`src/ps2_pkg.sv`:
```
package ps2_pkg;

    typedef logic [7:0] code_t;
    typedef logic [7:0] count_t;
    typedef logic [6:0] seg_t;  // Active low, a..g from bit 6 down.
    typedef logic [3:0] ptr_t;

    localparam code_t BREAK_CODE = 8'hF0;
    localparam int FIFO_DEPTH = 8;
    localparam seg_t SEG_BLANK = 7'b1111111;

    function automatic seg_t hex_digit_seg(input logic [3:0] nibble);
        case (nibble)
            4'h0: return 7'b0000001;
            4'h1: return 7'b1001111;
            4'h2: return 7'b0010010;
            4'h3: return 7'b0000110;
            4'h4: return 7'b1001100;
            4'h5: return 7'b0100100;
            4'h6: return 7'b0100000;
            4'h7: return 7'b0001111;
            4'h8: return 7'b0000000;
            4'h9: return 7'b0000100;
            4'hA: return 7'b0001000;
            4'hB: return 7'b1100000;  // Lower case b.
            4'hC: return 7'b0110001;
            4'hD: return 7'b1000010;  // Lower case d.
            4'hE: return 7'b0110000;
            default: return 7'b0111000;
        endcase
    endfunction

    function automatic seg_t dec_digit_seg(input logic [7:0] value);
        if (value > 8'd9) begin
            return SEG_BLANK;
        end
        return hex_digit_seg(value[3:0]);
    endfunction

endpackage

```
`src/key_tracker.sv`:
```
`timescale 1ns/1ps

module key_tracker (
    input  logic             clk,
    input  logic             rst_n,
    input  ps2_pkg::code_t   rx_code,
    input  logic             rx_valid,
    output logic             push,
    output ps2_pkg::code_t   push_code,
    output logic             key_up,
    output ps2_pkg::count_t  press_count
);

    logic            pending;
    logic            held_valid;
    ps2_pkg::code_t  held_key;
    logic            new_press;

    // A repeat of the held key is typematic, not a new press.
    assign new_press = !held_valid || (held_key != rx_code);

    always_ff @(posedge clk) begin
        if (!rst_n) begin
            pending     <= 1'b0;
            held_valid  <= 1'b0;
            key_up      <= 1'b1;
            press_count <= '0;
            push        <= 1'b0;
        end else begin
            push <= 1'b0;
            if (rx_valid) begin
                if (rx_code == ps2_pkg::BREAK_CODE) begin
                    pending <= 1'b1;
                end else if (pending) begin
                    pending <= 1'b0;  // Released key code.
                    key_up  <= 1'b1;
                    if (held_valid && held_key == rx_code) begin
                        held_valid <= 1'b0;
                    end
                end else begin
                    push       <= 1'b1;
                    key_up     <= 1'b0;
                    held_valid <= 1'b1;
                    if (new_press) begin
                        press_count <= press_count + 8'd1;  // Wraps at 256.
                    end
                end
            end
        end
    end

    always_ff @(posedge clk) begin
        if (rx_valid && !pending && rx_code != ps2_pkg::BREAK_CODE) begin
            push_code <= rx_code;
            held_key  <= rx_code;
        end
    end

endmodule

```
`src/ps2_kbd_top.sv`:
```
`timescale 1ns/1ps

module ps2_kbd_top (
    input  logic            clk,
    input  logic            rst_n,
    input  logic            ps2_clk,
    input  logic            ps2_data,
    input  logic            next_n,
    output ps2_pkg::code_t  code,
    output logic            ready,
    output logic            overflow,
    output ps2_pkg::seg_t   seg0,
    output ps2_pkg::seg_t   seg1,
    output ps2_pkg::seg_t   seg2,
    output ps2_pkg::seg_t   seg3,
    output ps2_pkg::seg_t   seg4,
    output ps2_pkg::seg_t   seg5
);

    ps2_pkg::code_t   rx_code;
    logic             rx_valid;
    logic             push;
    ps2_pkg::code_t   push_code;
    logic             key_up;
    ps2_pkg::count_t  press_count;

    ps2_rx ps2_rx_i (
        .clk(clk), .rst_n(rst_n), .ps2_clk(ps2_clk), .ps2_data(ps2_data),
        .rx_code(rx_code), .rx_valid(rx_valid)
    );

    key_tracker key_tracker_i (
        .clk(clk), .rst_n(rst_n), .rx_code(rx_code), .rx_valid(rx_valid),
        .push(push), .push_code(push_code), .key_up(key_up), .press_count(press_count)
    );

    scan_fifo scan_fifo_i (
        .clk(clk), .rst_n(rst_n), .push(push), .push_code(push_code), .next_n(next_n),
        .head_code(code), .ready(ready), .overflow(overflow)
    );

    seg_display seg_display_i (
        .head_code(code), .ready(ready), .key_up(key_up), .press_count(press_count),
        .seg0(seg0), .seg1(seg1), .seg2(seg2), .seg3(seg3), .seg4(seg4), .seg5(seg5)
    );

endmodule

```
`src/ps2_rx.sv`:
```
`timescale 1ns/1ps

module ps2_rx (
    input  logic            clk,
    input  logic            rst_n,
    input  logic            ps2_clk,
    input  logic            ps2_data,
    output ps2_pkg::code_t  rx_code,
    output logic            rx_valid
);

    logic [2:0] clk_sync;
    logic       fall;
    logic [3:0] bit_cnt;
    logic [9:0] shreg;
    logic       frame_ok;

    // Keyboard clock crosses into clk here.
    always_ff @(posedge clk) begin
        if (!rst_n) begin
            clk_sync <= 3'b111;  // Line idles high.
        end else begin
            clk_sync <= {clk_sync[1:0], ps2_clk};
        end
    end

    assign fall = clk_sync[2] & ~clk_sync[1];

    // Start low, odd parity over data and parity, stop high.
    assign frame_ok = (shreg[0] == 1'b0) && (^shreg[9:1] == 1'b1) && ps2_data;

    always_ff @(posedge clk) begin
        if (!rst_n) begin
            bit_cnt <= 4'd0;
        end else if (fall) begin
            if (bit_cnt == 4'd10) begin
                bit_cnt <= 4'd0;  // Stop bit ends the frame.
            end else begin
                bit_cnt <= bit_cnt + 4'd1;
            end
        end
    end

    always_ff @(posedge clk) begin
        if (fall && bit_cnt != 4'd10) begin
            shreg <= {ps2_data, shreg[9:1]};  // LSB arrives first.
        end
    end

    always_ff @(posedge clk) begin
        if (!rst_n) begin
            rx_valid <= 1'b0;
        end else begin
            rx_valid <= fall && (bit_cnt == 4'd10) && frame_ok;
        end
    end

    always_ff @(posedge clk) begin
        if (fall && bit_cnt == 4'd10) begin
            rx_code <= shreg[8:1];
        end
    end

endmodule

```
`src/scan_fifo.sv`:
```
`timescale 1ns/1ps

module scan_fifo (
    input  logic            clk,
    input  logic            rst_n,
    input  logic            push,
    input  ps2_pkg::code_t  push_code,
    input  logic            next_n,
    output ps2_pkg::code_t  head_code,
    output logic            ready,
    output logic            overflow
);

    localparam int IDX_W = $bits(ps2_pkg::ptr_t) - 1;

    ps2_pkg::code_t  mem [ps2_pkg::FIFO_DEPTH];
    ps2_pkg::ptr_t   wr_ptr;
    ps2_pkg::ptr_t   rd_ptr;
    ps2_pkg::ptr_t   fill;
    logic            full;
    logic            do_push;
    logic            do_pop;

    assign fill    = wr_ptr - rd_ptr;
    assign full    = (fill == ps2_pkg::ptr_t'(ps2_pkg::FIFO_DEPTH));
    assign ready   = (wr_ptr != rd_ptr);
    assign do_push = push && !full;
    assign do_pop  = ready && !next_n;  // Held low pops every cycle.

    assign head_code = mem[rd_ptr[IDX_W-1:0]];

    always_ff @(posedge clk) begin
        if (!rst_n) begin
            wr_ptr   <= '0;
            rd_ptr   <= '0;
            overflow <= 1'b0;
        end else begin
            if (do_push) begin
                wr_ptr <= wr_ptr + 4'd1;
            end
            if (do_pop) begin
                rd_ptr <= rd_ptr + 4'd1;
            end
            if (push && full) begin
                overflow <= 1'b1;  // Sticky until reset.
            end
        end
    end

    always_ff @(posedge clk) begin
        if (do_push) begin
            mem[wr_ptr[IDX_W-1:0]] <= push_code;
        end
    end

endmodule

```
`src/seg_display.sv`:
```
`timescale 1ns/1ps

module seg_display (
    input  ps2_pkg::code_t   head_code,
    input  logic             ready,
    input  logic             key_up,
    input  ps2_pkg::count_t  press_count,
    output ps2_pkg::seg_t    seg0,
    output ps2_pkg::seg_t    seg1,
    output ps2_pkg::seg_t    seg2,
    output ps2_pkg::seg_t    seg3,
    output ps2_pkg::seg_t    seg4,
    output ps2_pkg::seg_t    seg5
);

    logic             show_code;
    ps2_pkg::code_t   code_ones;
    ps2_pkg::code_t   code_tens;
    ps2_pkg::count_t  count_ones;
    ps2_pkg::count_t  count_tens;
    ps2_pkg::seg_t    hex_lo;
    ps2_pkg::seg_t    hex_hi;
    ps2_pkg::seg_t    dec_lo;
    ps2_pkg::seg_t    dec_hi;

    assign show_code = ready && !key_up;

    assign code_ones  = head_code % 8'd10;
    assign code_tens  = head_code / 8'd10;  // Up to 25, blank above 9.
    assign count_ones = press_count % 8'd10;
    assign count_tens = press_count / 8'd10;

    assign hex_lo = ps2_pkg::hex_digit_seg(head_code[3:0]);
    assign hex_hi = ps2_pkg::hex_digit_seg(head_code[7:4]);
    assign dec_lo = ps2_pkg::dec_digit_seg(code_ones);
    assign dec_hi = ps2_pkg::dec_digit_seg(code_tens);

    // Code digits go dark while a key is up or the queue is empty.
    always_comb begin
        if (show_code) begin
            seg0 = hex_lo;
            seg1 = hex_hi;
            seg2 = dec_lo;
            seg3 = dec_hi;
        end else begin
            seg0 = ps2_pkg::SEG_BLANK;
            seg1 = ps2_pkg::SEG_BLANK;
            seg2 = ps2_pkg::SEG_BLANK;
            seg3 = ps2_pkg::SEG_BLANK;
        end
    end

    assign seg4 = ps2_pkg::dec_digit_seg(count_ones);
    assign seg5 = ps2_pkg::dec_digit_seg(count_tens);

endmodule
```
`config.mk`:
```
export PLATFORM = sky130hd
export DESIGN_NAME = ps2_kbd_top
export DESIGN_NICKNAME = d
export VERILOG_FILES = /design/src/ps2_pkg.sv /design/src/key_tracker.sv /design/src/ps2_kbd_top.sv /design/src/ps2_rx.sv /design/src/scan_fifo.sv /design/src/seg_display.sv
export SDC_FILE = /design/constraint.sdc
export NUM_CORES = 1
export LEC_CHECK = 0
export BUFFER_PORTS_ARGS = -buffer_cell sky130_fd_sc_hd__buf_2
export CAP_MARGIN = 40
export CORE_MARGIN = 2
export CORE_UTILIZATION = 55
export DETAILED_ROUTE_END_ITERATION = 10
export GPL_ROUTABILITY_DRIVEN = 0
export HOLD_SLACK_MARGIN = 0.06
export PLACE_DENSITY = 0.73
export SETUP_SLACK_MARGIN = 0.05
export SLEW_MARGIN = 30
export SYNTH_ARGS = -nofsm -noshare
export SYNTH_HDL_FRONTEND = slang
export SYNTH_SLANG_ARGS = --single-unit
```
`constraint.sdc`:
```
create_clock -name clk -period 5.83 [get_ports clk]
set_clock_uncertainty 0.05 [all_clocks]
set_input_delay 0.8745 -clock clk [delete_from_list [all_inputs] [get_ports clk]]
set_output_delay 0.8745 -clock clk [all_outputs]
set_load 0.05 [all_outputs]
```
==> results.md <==
Status:
- The flow ran to the end, but the final reports show violations.
- The final reports fail on setup timing.

GRT:
- The first-pass GRT wire length is 29290 um.
- The number of antenna violations at the first check in global routing is 0.
- Across every metal layer, demand over resource in global routing totals 0.2430.
- The global route total overflow is 0.
- The via count of the first global-routing pass is 6107.
- Entering global routing, the biggest net connects 31 pins.

Timing:
- Based on the critical path, the design can be clocked at up to 0.1631 GHz.
- The minimum clock period is 6.132 ns.
- Setup repair after global routing could not meet its margin everywhere.
- The count of endpoints failing hold in the final timing report is 0.
- The final max-slew violation count is 0.
- The aggregate negative setup slack is -1.842 ns.
- The final-report setup violation count is 7.
- For the pin with the worst max-slew slack, the measured transition is 0.7805 ns.
- The worst slew margin relative to its limit is 0.4778.
- The worst hold slack is 0.3594 ns.
- Across all setup checks in the final design, the least slack found is -0.3016 ns.
- The final cycle utilization of the critical path is 1.052.

Drt:
- The number of violations reported at the end of detailed-routing iteration 0 is 633.
- The wire length per cell after detailed routing is 17.43 um.
- The number of vias per cell after detailed routing is 6.035.
- The total number of vias is 6584.
- The count of nets left with antenna violations once routing finished came out at 0.
- The detailed-route DRC error count is 0.
- The pre-antenna-repair detailed-routing pass consisted of 6 iterations.
- The final layout contains routed wiring with a total length of 19020 um.

Synthesis:
- The area fraction in compound gates after synthesis came to 0.1688.
- Counting flops with an async set or reset pin after synthesis yields a share of 0.
- After synthesis the cells add up to 7886 um^2.
- Among all flip-flop cells after synthesis, the most frequent one is edfxtp_1.
- The share of synthesized cell area in full adder, half adder and majority cells is 0.07742.
- Measured against the total synthesized area, the mux share comes to 0.07790.
- Synthesis handed over a netlist of 767 instances.
- Averaged over all synthesized cells, the footprint is 10.28 um^2.
- Counting flops with a built-in enable in the synthesized netlist gives 90.
- Of the total synthesized cell area, the portion taken by XOR and XNOR cells is 0.04776.
- The main combinational cell family by area after synthesis is compound AO/OA/AOI/OAI gates.
- The area share of and/or/nand/nor cells after synthesis is 0.1636.
- The sequential cell area fraction in the yosys report is 0.4239.
- The Yosys step of the flow raised 0 warnings.
- The number of distinct standard cells referenced by the synthesized netlist is 79.
- The net count of the mapped netlist is 820.
- Synthesis inferred 122 register bits.

Pwr:
- IR analysis of the VDD net gives a maximum drop of 0.0002266 V.
- The leakage power total is 3.934 nW.
- Power spread over the standard cell area amounts to 194.2 nW/um^2.

Worst setup path:
- The number of buffers and inverters on the critical path is 5.
- The critical path data arrival time is 5.21 ns.
- The worst setup path is captured at an output pin.
- The critical path's slowest cell is dfxtp_4.
- The critical path launch point type is a flop.
- The maximum fanout count along the critical path is 7.
- For the worst setup path, the data required time is 4.91 ns.
- Traced cell by cell, the critical path runs through buf_6 > mux2i_1 > a22oi_2 > nand2_4 > clkinvlp_4 > ha_4 > buf_4 > or2_4 > nand4_1 > a21oi_1 > o21ai_1 > a21oi_2 > o32ai_4 > and3_4 > a211o_1 > inv_2 > ha_4 > a22o_1 > a2111oi_4 > xor2_1 > nand4b_4 > a311o_2 > buf_8.
- The gate family responsible for the most delay along the worst path is compound AO/OA/AOI/OAI gates.
- Among the stages of the critical path, the cell type that occurs most often is ha_4.
- The class of the most critical setup path is reg2out.
- The largest single stage delay on the critical path is 0.38 ns.
- The startpoint of the most critical register-to-register path is ps2_rx_i.rx_code[7]$_DFFE_PP_.

Finish:
- In the final layout, the share of cells above drive strength 1 is 0.3348.
- The number of inserted diodes is 0.
- In the layout the commonest cells are edfxtp_1, buf_4, nand2_1, nor2_1, buf_2.
- The area growth from synthesis to final layout is 29.64%.
- The most common cell after layout, fill and taps aside is edfxtp_1.
- The design area is 10220 um^2.
- The final-stage net count is 951.

Die:
- The floorplan step set the die width to 123.7 um.
- The total core area is 13930 um^2.
- The die footprint is 15310 um^2.
- Measured along the y axis, the die boundary spans 123.7 um.
- 57 I/O pins were placed.
- For this configuration, the core starts out at a cell density of 0.5660.
- After floorplanning, the core was divided into 43 placement rows.

CTS:
- TritonCTS built the clock tree.
- The clock net sink count is 122.
- The clock root buffer is clkbuf_16.
- The H-tree was split into 4 levels.
- The register clock-pin slew on the reported worst setup and hold paths is 0.06 ns.
- The clock tree buffer depth is 2.
- The TritonCTS buffer count is 17.
- The later-pin clock latency in the skew report is 0.41 ns.

Placed design:
- Detailed placement finished with a half-perimeter wire length of 12310 um.
- The post-place instance area is 8736 um^2.
- The port buffer count is 56.

Hold path:
- The worst hold path class is reg2reg.
- The worst hold path startpoint is ps2_rx_i.clk_sync[0]$_SDFF_PN1_.

Job:
- The number of maximum-capacitance constraint violations is 0.
[per-layer routing]
metal	wire [um]	GRT usage
met1	7954	0.3088
met4	384	0.08026
met3	960	0.03617
met2	9722	0.4255
met5	0	0
[cell type report]
class / count / area (um^2)
multi-input combinational: 575 / 4791
timing repair buffer: 147 / 1112
fill: 910 / 3711
clock inverter: 14 / 173.9
tap: 180 / 225.2
clock buffer: 18 / 429.2
inverter: 35 / 142.6
sequential: 122 / 3349
[state kept, by name (all words and copies together) (netlist names), named ones only]
| signal | count |
|---|---|
| key_tracker_i.key_up | 1 |
| scan_fifo_i.wr_ptr | 4 |
| key_tracker_i.held_valid | 1 |
| ps2_rx_i.clk_sync | 3 |
| key_tracker_i.pending | 1 |
| scan_fifo_i.rd_ptr | 4 |
| key_tracker_i.push_code | 8 |
| scan_fifo_i.mem | 64 |
| scan_fifo_i.overflow | 1 |
| key_tracker_i.press_count | 8 |
| ps2_rx_i.shreg | 10 |
| ps2_rx_i.bit_cnt | 4 |
| ps2_rx_i.rx_code | 8 |
| key_tracker_i.push | 1 |
| ps2_rx_i.rx_valid | 1 |
[kinds of logic (layout without fill, tap and decap cells)]
kind of cell	Yosys count	after routing
xor gates and xnor gates	43	43
AOI/OAI and AO/OA	183	183
and+or+nand+nor	259	259
muxes	41	41
DFF	122	122
adders and majority gates	49	49
buffers and inverters	70	214
[through the flow]
| stage | utilization | power [mW] | setup slack [ns] | instances |
|---|---|---|---|---|
| after floorplan | - | 0.9539 | -0.2264 | 767 |
| after global placement | 0.6257 | 0.9571 | 0.09472 | 1013 |
| after detailed placement | 0.6269 | 0.9580 | -0.06901 | 1015 |
| after CTS | 0.6954 | 1.997 | -0.2228 | 1065 |
| after global routing | 0.7337 | 2.035 | -0.5272 | 1091 |
| final | 0.7337 | 1.986 | -0.3016 | 1091 |
[power breakdown]
group | total, mW | internal [mW] | leakage, nW | switching, mW
Sequential | 0.927 | 0.924 | 1.07 | 0.00250
Clock | 1.05 | 0.673 | 0.282 | 0.373
Combinational | 0.0128 | 0.00579 | 2.58 | 0.00703
Total | 1.99 | 1.60 | 3.93 | 0.383
[synthesized netlist by cell type (15+ instances only)]
| library cell | instances | area, um^2 |
|---|---|---|
| nor2_1 | 60 | 225.2 |
| dfxtp_1 | 32 | 640.6 |
| inv_1 | 30 | 112.6 |
| o21ai_0 | 40 | 200.2 |
| ha_1 | 48 | 600.6 |
| xnor2_1 | 34 | 297.8 |
| clkbuf_1 | 17 | 63.81 |
| nor3_1 | 20 | 100.1 |
| nand2_1 | 65 | 244.0 |
| mux4_2 | 15 | 337.8 |
| nand3_1 | 21 | 105.1 |
| edfxtp_1 | 90 | 2703 |
| a21oi_1 | 31 | 155.2 |
| and2_1 | 24 | 150.1 |
| mux2i_1 | 22 | 220.2 |
[final timing paths]
kind                                                    end  slack [ns]  cells after the start
setup reg to reg  key_tracker_i.press_count[7]$_SDFFE_PN0P_        2.94                     11
setup / recovery                                    seg2[5]       -0.30                     23
hold reg to reg             ps2_rx_i.clk_sync[1]$_SDFF_PN1_        0.36                      1
hold / removal              ps2_rx_i.clk_sync[1]$_SDFF_PN1_        0.36                      1
[timing repair]
item / 4_1_cts / 5_1_grt
setup buffers: 17 / 23
gates resized for setup: 56 / 83
pin swaps: 14 / 30
hold endpoints to repair: 0 / 0
gates cloned: 1 / 0
setup endpoints to repair: 28 / 28
hold buffers: 0 / 0
Note: power is estimated with default switching activity, not from simulation.
